**config.mk**
```make
export PLATFORM = sky130hd
export DESIGN_NAME = int_core
export DESIGN_NICKNAME = d
export VERILOG_FILES = /design/src/source/rv32_isa_pkg.sv /design/src/source/pipe_pkg.sv /design/src/source/inst_decoder.sv /design/src/source/register_file.sv /design/src/source/int_alu.sv /design/src/source/pipe_control.sv /design/src/source/int_core.sv
export SDC_FILE = /design/constraint.sdc
export NUM_CORES = 2
export LEC_CHECK = 0
export BUFFER_PORTS_ARGS = -buffer_cell sky130_fd_sc_hd__clkbuf_2
export CAP_MARGIN = 10
export CORE_UTILIZATION = 47
export CTS_BUF_LIST = sky130_fd_sc_hd__clkbuf_4 sky130_fd_sc_hd__clkbuf_8 sky130_fd_sc_hd__clkbuf_16
export DETAILED_ROUTE_END_ITERATION = 10
export PLACE_DENSITY = 0.62
export SETUP_SLACK_MARGIN = 0.02
export SLEW_MARGIN = 20
export SYNTH_ARGS = -nofsm -noshare
export SYNTH_HDL_FRONTEND = slang
export SYNTH_HIERARCHICAL = 1
export SYNTH_SLANG_ARGS = --single-unit
```
**constraint.sdc**
```tcl
create_clock -name clock -period 5 [get_ports clock]
set_input_delay 1 -clock clock [delete_from_list [all_inputs] [get_ports clock]]
set_output_delay 1 -clock clock [all_outputs]
set_load 0.02 [all_outputs]
```
**src/source/rv32_isa_pkg.sv**
```systemverilog
package rv32_isa_pkg;

  // major opcodes of the supported subset
  typedef logic [6:0] opcode_t;

  localparam opcode_t op_lui   = 7'b01_101_11;
  localparam opcode_t op_auipc = 7'b00_101_11;
  localparam opcode_t op_imm   = 7'b00_100_11;
  localparam opcode_t op_reg   = 7'b01_100_11;

  // funct3 field values, shared by OP and OP-IMM
  typedef logic [2:0] funct3_t;

  localparam funct3_t f3_add_sub = 3'b000;
  localparam funct3_t f3_sll     = 3'b001;
  localparam funct3_t f3_slt     = 3'b010;
  localparam funct3_t f3_sltu    = 3'b011;
  localparam funct3_t f3_xor     = 3'b100;
  localparam funct3_t f3_srl_sra = 3'b101;
  localparam funct3_t f3_or      = 3'b110;
  localparam funct3_t f3_and     = 3'b111;

  // funct7 field values
  typedef logic [6:0] funct7_t;

  localparam funct7_t f7_base = 7'b00000_00;
  // selects sub and the arithmetic right shift
  localparam funct7_t f7_alt  = 7'b01000_00;

  // operations of the integer ALU
  typedef enum logic [3:0] {
    add,
    sub,
    sll,
    slt,
    sltu,
    xor_op,
    srl,
    sra,
    or_op,
    and_op
  } alu_op_t;

endpackage

```
**src/source/pipe_pkg.sv**
```systemverilog
package pipe_pkg;

  // one data word of the integer datapath
  typedef logic [31:0] word_t;

  // architectural register index
  typedef logic [4:0] reg_idx_t;

  // where an operand is taken from in the decode cycle
  typedef enum logic [1:0] {
    from_regfile,
    // result of the instruction now in execute
    from_execute,
    // result register of the instruction now retiring
    from_writeback
  } fwd_sel_t;

endpackage

```
**src/source/inst_decoder.sv**
```systemverilog
`timescale 1ns/1ns

module inst_decoder (
  input  logic                  clock,
  input  logic                  reset,
  input  logic                  accept,
  input  pipe_pkg::word_t       inst,
  input  pipe_pkg::word_t       pc,
  output pipe_pkg::reg_idx_t    rs1,
  output pipe_pkg::reg_idx_t    rs2,
  output pipe_pkg::reg_idx_t    rd,
  output logic                  rd_wen,
  output pipe_pkg::word_t       imm,
  output logic                  use_imm,
  output logic                  use_pc,
  output logic                  zero_a,
  output rv32_isa_pkg::alu_op_t alu_op,
  output logic                  illegal,
  output pipe_pkg::word_t       d_pc
);

  pipe_pkg::word_t       inst_q;
  rv32_isa_pkg::opcode_t opcode;
  rv32_isa_pkg::funct3_t funct3;
  rv32_isa_pkg::funct7_t funct7;
  logic                  is_lui;
  logic                  is_auipc;
  logic                  is_op_imm;
  logic                  is_op_reg;
  logic                  f7_is_base;
  logic                  f7_is_alt;
  pipe_pkg::word_t       i_imm;
  pipe_pkg::word_t       u_imm;
  rv32_isa_pkg::alu_op_t base_op;

  // held word starts as zero, which decodes as illegal
  always_ff @(posedge clock) begin
    if (reset) begin
      inst_q <= '0;
    end else if (accept) begin
      inst_q <= inst;
    end
  end

  always_ff @(posedge clock) begin
    if (accept) begin
      d_pc <= pc;
    end
  end

  assign opcode = inst_q[6:0];
  assign funct3 = inst_q[14:12];
  assign funct7 = inst_q[31:25];

  assign is_lui    = opcode == rv32_isa_pkg::op_lui;
  assign is_auipc  = opcode == rv32_isa_pkg::op_auipc;
  assign is_op_imm = opcode == rv32_isa_pkg::op_imm;
  assign is_op_reg = opcode == rv32_isa_pkg::op_reg;

  assign f7_is_base = funct7 == rv32_isa_pkg::f7_base;
  assign f7_is_alt  = funct7 == rv32_isa_pkg::f7_alt;

  assign rs1 = inst_q[19:15];
  assign rs2 = inst_q[24:20];
  assign rd  = inst_q[11:7];

  // I-type for OP-IMM, U-type for LUI and AUIPC
  assign i_imm = {{20{inst_q[31]}}, inst_q[31:20]};
  assign u_imm = {inst_q[31:12], 12'b0};
  assign imm   = (is_lui || is_auipc) ? u_imm : i_imm;

  assign use_imm = is_op_imm || is_lui || is_auipc;
  // auipc adds the pc, lui adds zero
  assign use_pc  = is_auipc;
  assign zero_a  = is_lui;
  assign rd_wen  = is_op_imm || is_op_reg || is_lui || is_auipc;

  // funct3 picks the operation in both OP and OP-IMM
  always_comb begin
    case (funct3)
      rv32_isa_pkg::f3_add_sub: base_op = rv32_isa_pkg::add;
      rv32_isa_pkg::f3_sll:     base_op = rv32_isa_pkg::sll;
      rv32_isa_pkg::f3_slt:     base_op = rv32_isa_pkg::slt;
      rv32_isa_pkg::f3_sltu:    base_op = rv32_isa_pkg::sltu;
      rv32_isa_pkg::f3_xor:     base_op = rv32_isa_pkg::xor_op;
      rv32_isa_pkg::f3_srl_sra: base_op = f7_is_alt ? rv32_isa_pkg::sra : rv32_isa_pkg::srl;
      rv32_isa_pkg::f3_or:      base_op = rv32_isa_pkg::or_op;
      default:                  base_op = rv32_isa_pkg::and_op;
    endcase
  end

  always_comb begin
    alu_op  = rv32_isa_pkg::add;
    illegal = 1'b0;
    if (is_lui || is_auipc) begin
      alu_op = rv32_isa_pkg::add;
    end else if (is_op_imm) begin
      // addi stays add whatever bit 30 of its immediate holds
      alu_op = base_op;
      if (funct3 == rv32_isa_pkg::f3_sll) begin
        illegal = !f7_is_base;
      end else if (funct3 == rv32_isa_pkg::f3_srl_sra) begin
        illegal = !(f7_is_base || f7_is_alt);
      end
    end else if (is_op_reg) begin
      if (funct3 == rv32_isa_pkg::f3_add_sub && f7_is_alt) begin
        alu_op = rv32_isa_pkg::sub;
      end else begin
        alu_op = base_op;
      end
      // the alternate funct7 only exists for sub and sra
      illegal = !(f7_is_base || (f7_is_alt && (funct3 == rv32_isa_pkg::f3_add_sub ||
                                               funct3 == rv32_isa_pkg::f3_srl_sra)));
    end else begin
      illegal = 1'b1;
    end
  end

endmodule

```
**src/source/register_file.sv**
```systemverilog
`timescale 1ns/1ns

module register_file #(
  parameter int register_count = 32
) (
  input  logic               clock,
  input  logic               reset,
  input  pipe_pkg::reg_idx_t rs1,
  input  pipe_pkg::reg_idx_t rs2,
  output pipe_pkg::word_t    rdata1,
  output pipe_pkg::word_t    rdata2,
  input  logic               wen,
  input  pipe_pkg::reg_idx_t waddr,
  input  pipe_pkg::word_t    wdata
);

  pipe_pkg::word_t regs [register_count];

  // x0 and indices past the end are never stored
  always_ff @(posedge clock) begin
    if (reset) begin
      for (int i = 0; i < register_count; i++) begin
        regs[i] <= '0;
      end
    end else if (wen && waddr != '0 && waddr < register_count) begin
      regs[waddr] <= wdata;
    end
  end

  // combinational reads, x0 reads as zero
  assign rdata1 = (rs1 == '0 || rs1 >= register_count) ? '0 : regs[rs1];
  assign rdata2 = (rs2 == '0 || rs2 >= register_count) ? '0 : regs[rs2];

endmodule

```
**src/source/int_alu.sv**
```systemverilog
`timescale 1ns/1ns

module int_alu (
  input  logic                  clock,
  input  logic                  reset,
  input  logic                  e_valid,
  input  logic                  e_wen,
  input  pipe_pkg::reg_idx_t    e_rd,
  input  logic                  illegal,
  input  pipe_pkg::word_t       rdata1,
  input  pipe_pkg::word_t       rdata2,
  input  pipe_pkg::fwd_sel_t    fwd_sel_a,
  input  pipe_pkg::fwd_sel_t    fwd_sel_b,
  input  pipe_pkg::word_t       imm,
  input  logic                  use_imm,
  input  logic                  use_pc,
  input  logic                  zero_a,
  input  pipe_pkg::word_t       d_pc,
  input  rv32_isa_pkg::alu_op_t alu_op,
  output logic                  wb_valid,
  output pipe_pkg::reg_idx_t    wb_rd,
  output pipe_pkg::word_t       wb_data,
  output logic                  wb_wen,
  output logic                  wb_illegal
);

  pipe_pkg::word_t       fwd_a;
  pipe_pkg::word_t       fwd_b;
  pipe_pkg::word_t       src_a;
  pipe_pkg::word_t       src_b;
  pipe_pkg::word_t       op_a;
  pipe_pkg::word_t       op_b;
  rv32_isa_pkg::alu_op_t e_op;
  logic                  e_illegal;
  logic [4:0]            shamt;
  pipe_pkg::word_t       ex_result;

  // decode cycle: pick the freshest copy of each source register
  always_comb begin
    case (fwd_sel_a)
      pipe_pkg::from_execute:   fwd_a = ex_result;
      pipe_pkg::from_writeback: fwd_a = wb_data;
      default:                  fwd_a = rdata1;
    endcase
    case (fwd_sel_b)
      pipe_pkg::from_execute:   fwd_b = ex_result;
      pipe_pkg::from_writeback: fwd_b = wb_data;
      default:                  fwd_b = rdata2;
    endcase
  end

  assign src_a = zero_a ? '0 : (use_pc ? d_pc : fwd_a);
  assign src_b = use_imm ? imm : fwd_b;

  // execute stage operand register
  always_ff @(posedge clock) begin
    op_a      <= src_a;
    op_b      <= src_b;
    e_op      <= alu_op;
    e_illegal <= illegal;
  end

  assign shamt = op_b[4:0];

  always_comb begin
    case (e_op)
      rv32_isa_pkg::add:    ex_result = op_a + op_b;
      rv32_isa_pkg::sub:    ex_result = op_a - op_b;
      rv32_isa_pkg::sll:    ex_result = op_a << shamt;
      rv32_isa_pkg::slt:    ex_result = {31'b0, $signed(op_a) < $signed(op_b)};
      rv32_isa_pkg::sltu:   ex_result = {31'b0, op_a < op_b};
      rv32_isa_pkg::xor_op: ex_result = op_a ^ op_b;
      rv32_isa_pkg::srl:    ex_result = op_a >> shamt;
      rv32_isa_pkg::sra:    ex_result = $signed(op_a) >>> shamt;
      rv32_isa_pkg::or_op:  ex_result = op_a | op_b;
      rv32_isa_pkg::and_op: ex_result = op_a & op_b;
      default:              ex_result = '0;
    endcase
  end

  always_ff @(posedge clock) begin
    if (reset) begin
      wb_valid <= 1'b0;
      wb_wen   <= 1'b0;
    end else begin
      wb_valid <= e_valid;
      wb_wen   <= e_wen;
    end
  end

  // illegal instructions retire with a zero result
  always_ff @(posedge clock) begin
    wb_rd      <= e_rd;
    wb_data    <= e_illegal ? '0 : ex_result;
    wb_illegal <= e_illegal;
  end

endmodule

```
**src/source/pipe_control.sv**
```systemverilog
`timescale 1ns/1ns

module pipe_control (
  input  logic               clock,
  input  logic               reset,
  input  logic               inst_valid,
  output logic               inst_ready,
  output logic               accept,
  output logic               d_valid,
  input  pipe_pkg::reg_idx_t rs1,
  input  pipe_pkg::reg_idx_t rs2,
  input  pipe_pkg::reg_idx_t d_rd,
  input  logic               d_rd_wen,
  input  logic               illegal,
  output logic               e_valid,
  output pipe_pkg::reg_idx_t e_rd,
  output logic               e_wen,
  input  pipe_pkg::reg_idx_t w_rd,
  input  logic               w_wen,
  output pipe_pkg::fwd_sel_t fwd_sel_a,
  output pipe_pkg::fwd_sel_t fwd_sel_b
);

  // younger stage first, x0 never forwards
  function automatic pipe_pkg::fwd_sel_t pick_source(
    input pipe_pkg::reg_idx_t src,
    input pipe_pkg::reg_idx_t ex_rd,
    input logic               ex_wen,
    input pipe_pkg::reg_idx_t wr_rd,
    input logic               wr_wen
  );
    if (src != '0 && ex_wen && src == ex_rd) begin
      return pipe_pkg::from_execute;
    end else if (src != '0 && wr_wen && src == wr_rd) begin
      return pipe_pkg::from_writeback;
    end
    return pipe_pkg::from_regfile;
  endfunction

  // nothing ever stalls, so ready only drops during reset
  assign accept = inst_valid && inst_ready;

  always_ff @(posedge clock) begin
    if (reset) begin
      inst_ready <= 1'b0;
      d_valid    <= 1'b0;
      e_valid    <= 1'b0;
      e_wen      <= 1'b0;
    end else begin
      inst_ready <= 1'b1;
      d_valid    <= accept;
      e_valid    <= d_valid;
      e_wen      <= d_valid && d_rd_wen && !illegal;
    end
  end

  always_ff @(posedge clock) begin
    e_rd <= d_rd;
  end

  assign fwd_sel_a = pick_source(rs1, e_rd, e_wen, w_rd, w_wen);
  assign fwd_sel_b = pick_source(rs2, e_rd, e_wen, w_rd, w_wen);

endmodule

```
**src/source/int_core.sv**
```systemverilog
`timescale 1ns/1ns

module int_core #(
  parameter int register_count = 32
) (
  input  logic               clock,
  input  logic               reset,
  input  logic               inst_valid,
  output logic               inst_ready,
  input  pipe_pkg::word_t    inst,
  input  pipe_pkg::word_t    pc,
  output logic               wb_valid,
  output pipe_pkg::reg_idx_t wb_rd,
  output pipe_pkg::word_t    wb_data,
  output logic               wb_illegal
);

  logic                  accept;
  logic                  d_valid;
  pipe_pkg::reg_idx_t    rs1;
  pipe_pkg::reg_idx_t    rs2;
  pipe_pkg::reg_idx_t    d_rd;
  logic                  d_rd_wen;
  pipe_pkg::word_t       imm;
  logic                  use_imm;
  logic                  use_pc;
  logic                  zero_a;
  rv32_isa_pkg::alu_op_t alu_op;
  logic                  illegal;
  pipe_pkg::word_t       d_pc;
  pipe_pkg::word_t       rdata1;
  pipe_pkg::word_t       rdata2;
  logic                  e_valid;
  pipe_pkg::reg_idx_t    e_rd;
  logic                  e_wen;
  logic                  wb_wen;
  pipe_pkg::fwd_sel_t    fwd_sel_a;
  pipe_pkg::fwd_sel_t    fwd_sel_b;

  pipe_control u_control (
    .clock      (clock),
    .reset      (reset),
    .inst_valid (inst_valid),
    .inst_ready (inst_ready),
    .accept     (accept),
    .d_valid    (d_valid),
    .rs1        (rs1),
    .rs2        (rs2),
    .d_rd       (d_rd),
    .d_rd_wen   (d_rd_wen),
    .illegal    (illegal),
    .e_valid    (e_valid),
    .e_rd       (e_rd),
    .e_wen      (e_wen),
    .w_rd       (wb_rd),
    .w_wen      (wb_wen),
    .fwd_sel_a  (fwd_sel_a),
    .fwd_sel_b  (fwd_sel_b)
  );

  inst_decoder u_decoder (
    .clock   (clock),
    .reset   (reset),
    .accept  (accept),
    .inst    (inst),
    .pc      (pc),
    .rs1     (rs1),
    .rs2     (rs2),
    .rd      (d_rd),
    .rd_wen  (d_rd_wen),
    .imm     (imm),
    .use_imm (use_imm),
    .use_pc  (use_pc),
    .zero_a  (zero_a),
    .alu_op  (alu_op),
    .illegal (illegal),
    .d_pc    (d_pc)
  );

  // written from the retiring result
  register_file #(
    .register_count (register_count)
  ) u_regfile (
    .clock  (clock),
    .reset  (reset),
    .rs1    (rs1),
    .rs2    (rs2),
    .rdata1 (rdata1),
    .rdata2 (rdata2),
    .wen    (wb_wen),
    .waddr  (wb_rd),
    .wdata  (wb_data)
  );

  int_alu u_alu (
    .clock      (clock),
    .reset      (reset),
    .e_valid    (e_valid),
    .e_wen      (e_wen),
    .e_rd       (e_rd),
    .illegal    (illegal),
    .rdata1     (rdata1),
    .rdata2     (rdata2),
    .fwd_sel_a  (fwd_sel_a),
    .fwd_sel_b  (fwd_sel_b),
    .imm        (imm),
    .use_imm    (use_imm),
    .use_pc     (use_pc),
    .zero_a     (zero_a),
    .d_pc       (d_pc),
    .alu_op     (alu_op),
    .wb_valid   (wb_valid),
    .wb_rd      (wb_rd),
    .wb_data    (wb_data),
    .wb_wen     (wb_wen),
    .wb_illegal (wb_illegal)
  );

endmodule

```
==> flow_metrics.py <==
metrics = {
    "worst_setup_path": {
        "max_stage_delay_ns": 0.98,
        "arrival_ns": 4.90,
        "start_kind": "flop",
        "critPathLaunch": "u_alu/e_op[1]",
        "cp.buffers_inverters": 0,
        "worst_setup_path_end_kind": "flop",
        "r2r_setup_slack_ns": 0.67,
        "crit_slowest_cell": "o31ai_1",
        "crit_fanout": 15,
        "reg2reg_depth": 8,
        "cp_top_family": "compound AO/OA/AOI/OAI gates",
        "cpMostUsedCell": "o21ai_0",
        "path_cells": "and4b_1, o21ai_0, nand2_1, o21ai_0, a211oi_1, a211o_1, a221oi_1, o31ai_1",
        "crit-reg2reg-launch": "u_alu/e_op[1]",
        "critPathKind": "flop to flop",
        "timing.rr.end": "u_alu/op_b[3]",
        "crit_required_ns": 5.57,
    },
    "sta": {
        "min_period_ns": 4.33,
        "slew_headroom": 0.171,
        "min_period_over_period": 0.866,
        "final_hold_viol_count": 0,
        "finClkSkew_ns": 0.0405,
        "worst_slew_pin_slew_ns": 1.23,
        "finalSetupViolCount": 0,
        "fin_tns_setup_ns": 0,
        "rsz0062_at_grt": "false",
        "timing.fmax_ghz": 0.231,
        "maxSlewViolCount": 0,
    },
    "synthesis": {
        "synth.distinct_cells": 107,
        "ys_seq_area_frac": 0.490,
        "synth_top_flop_cell": "edfxtp_1",
        "synth-edff-count": 1056,
        "async_flop_share": 0,
        "ys_seq_elements": 1206,
        "synth_cells": 5524,
        "synth_area_sq_mm": 0.0708,
        "synth_warnings": 6,
        "syn_area_per_cell_sq_um": 12.8,
    },
    "clock_tree": {
        "clk_pin_slew_ns": 0.06,
        "cts_sinks": 1206,
        "hold_buffers": 0,
        "postCtsSetupBuffers": 0,
        "clk-insertion-delay-late_ns": 0.79,
        "cts_resized": 0,
        "ctsLongestPathBuffers": 3,
        "numCtsBuffers": 138,
        "tritoncts": "done",
        "clockRootBuffer": "clkbuf_16",
        "htreeDepth": 4,
    },
    "placement": {
        "dp_hpwl_mm": 182,
        "gp_congestion": 1.02,
        "port_buffers": 106,
        "dp_cells": 7386,
    },
    "detailed_routing": {
        "dr.max_layer_used": "met5",
        "final_antenna_net_count": 0,
        "viasPerCell": 6.79,
        "drt_wl_total_mm": 275,
        "drc": 0,
        "vias": 51800,
        "route.met3.wl_mm": 33.1,
        "m1WireLength_mm": 103,
        "drt_iter0_drc": 7714,
        "wire_per_inst_um": 36.0,
        "routed-wl-met2_mm": 120,
        "first_pass_iters": 9,
    },
    "floorplanning": {
        "io_pins": 107,
        "fp.dieArea_sq_mm": 0.152,
        "die_x_um": 390,
        "rows": 142,
        "die_h_um": 390,
        "start_util": 0.473,
        "core_sq_mm": 0.150,
    },
    "worst_hold_path": {
        "min_path_type": "flop to flop",
        "worstHoldPathCells": 0,
        "hp-start": "u_decoder/inst_q[7]",
        "hold_end": "u_control/e_rd[0]",
    },
    "layout": {
        "fin_util": 0.522,
        "area_delta_synth_final_pct": 10.4,
        "drive_gt1_frac": 0.233,
        "fillers": 12800,
        "fin_cells": 7634,
        "seq_area_sq_mm": 0.0347,
        "nets": 5681,
        "multiInputGateArea_sq_mm": 0.0331,
    },
    "global_route": {
        "antenna_found_initial": 25,
        "grt_max_degree": 100,
        "grt_pass1_vias": 49700,
        "grt_overflow": 0,
        "grt_pass1_wl_mm": 382,
        "grt_use_total": 0.357,
    },
    "power": {
        "ir_drop_mv": 0.367,
        "cellLeakagePower_uw": 0.0276,
        "power_per_cell_area_mw_per_mm2": 339,
    },
    "outcome": {
        "run_status": "complete, no violations",
    },
    "flow_run": {
        "cap_violations": 0,
    },
}
-- worst max path at each step --
stage               slack [ns]        endpoint  cells after the start
detailed placement        0.86  u_alu/op_b[26]                     12
global placement          0.85  u_alu/op_b[26]                     12
finish                    0.67   u_alu/op_b[3]                      8
CTS                       0.80  u_alu/op_b[26]                     12
global route              0.58  u_alu/op_a[31]                     13
floorplan                 0.99  u_alu/op_a[24]                     17
-- per-stage QoR --
step	total power (uW)	hold slack, ns	worst slack (ns)	cell area, sq um
floorplan	14800	0.329	0.992	70900
global placement	16500	0.341	0.852	73800
detailed placement	16500	0.336	0.860	73800
CTS	26400	0.350	0.805	78200
global route	27200	0.358	0.577	78200
finish	26500	0.351	0.668	78200
-- kinds of logic (layout without fill, tap and decap cells) --
| family | Yosys count | after routing | synth area share |
|---|---|---|---|
| adders and majority gates | 104 | 104 | 0.0186 |
| muxes | 803 | 803 | 0.207 |
| AOI/OAI and AO/OA | 895 | 895 | 0.0901 |
| and+or+nand+nor | 1793 | 1793 | 0.143 |
| other | 1 | 35 | 0.0000530 |
| xor gates and xnor gates | 42 | 42 | 0.00520 |
| buffers and inverters | 680 | 740 | 0.0456 |
| DFF | 1206 | 1206 | 0.490 |
-- cells in the final DEF (no fill, tap or decap), drive strengths merged, types with 126 or more instances in the layout --
cell,Yosys,final
edfxtp,1056,1056
and2,1016,1016
mux4,521,521
clkbuf,360,286
buf,205,277
nor2,270,270
mux2i,231,231
nand2,166,166
a21oi,154,154
dfxtp,150,150
o22ai,146,146
o21ai,126,126
-- power breakdown --
part	internal [uW]	leakage [uW]	switching (uW)
registers	11300	0.0121	421
clock network	5800	0.00220	4220
logic	1780	0.0133	2970
-- cell usage after synthesis (all sizes together) (13+ instances only) --
cell type | instances | share of area
ha | 102 | 0.018
edfxtp | 1056 | 0.45
clkbuf | 360 | 0.019
o221ai | 17 | 0.0021
a21o | 42 | 0.0045
and2 | 1016 | 0.090
a22oi | 35 | 0.0037
xnor2 | 31 | 0.0038
o211ai | 29 | 0.0031
or3 | 15 | 0.0014
a2111oi | 61 | 0.0085
and3 | 14 | 0.0012
dfxtp | 150 | 0.042
nor2 | 270 | 0.014
a221oi | 59 | 0.0078
o31ai | 19 | 0.0021
a22o | 52 | 0.0064
mux4 | 521 | 0.17
o22ai | 146 | 0.013
o21ai | 126 | 0.0089
buf | 205 | 0.020
inv | 110 | 0.0058
nor3 | 114 | 0.0081
mux2i | 231 | 0.033
a21oi | 154 | 0.011
or2 | 37 | 0.0033
a211o | 13 | 0.0016
nor4 | 18 | 0.0020
nor2b | 39 | 0.0035
a31oi | 16 | 0.0016
nand2 | 166 | 0.0088
a211oi | 39 | 0.0041
nand3 | 33 | 0.0023
mux2 | 51 | 0.0083
nand2b | 23 | 0.0021
-- metal layers --
layer | track usage | up-vias
met2 | 0.530 | 3795
met3 | 0.0921 | 730
met1 | 0.476 | 26300
met5 | 0 | -
li1 | - | 21000
met4 | 0.203 | 14
-- state kept, by name, summed over array words and instances, names as in the netlist --
register / cells
u_alu/wb_wen: 1
u_alu/op_b: 32
u_decoder/d_pc: 32
u_alu/wb_valid: 1
u_control/e_valid: 1
u_alu/e_op: 4
u_control/e_rd: 5
u_regfile/regs: 1024
u_control/inst_ready: 1
u_control/d_valid: 1
u_alu/e_illegal: 1
u_alu/wb_data: 32
u_decoder/inst_q: 32
u_control/e_wen: 1
u_alu/op_a: 32
u_alu/wb_rd: 5
u_alu/wb_illegal: 1
-- worst reg2reg max path, cell delays in order (launching register included) --
cell,delay [ns]
dfxtp_1,0.85
and4b_1,0.54
o21ai_0,0.15
nand2_1,0.08
o21ai_0,0.09
a211oi_1,0.87
a211o_1,0.42
a221oi_1,0.14
o31ai_1,0.98
-- cell type report --
cell class | count | share of cell area
antenna | 3 | 0.0000960
clock buffer | 181 | 0.0494
clock inverter | 64 | 0.00698
inverter | 113 | 0.00543
multi-input combinational | 3669 | 0.424
sequential | 1206 | 0.445
tap | 2016 | 0.0323
timing repair buffer | 382 | 0.0376
Note: power is estimated with default switching activity, not from simulation.
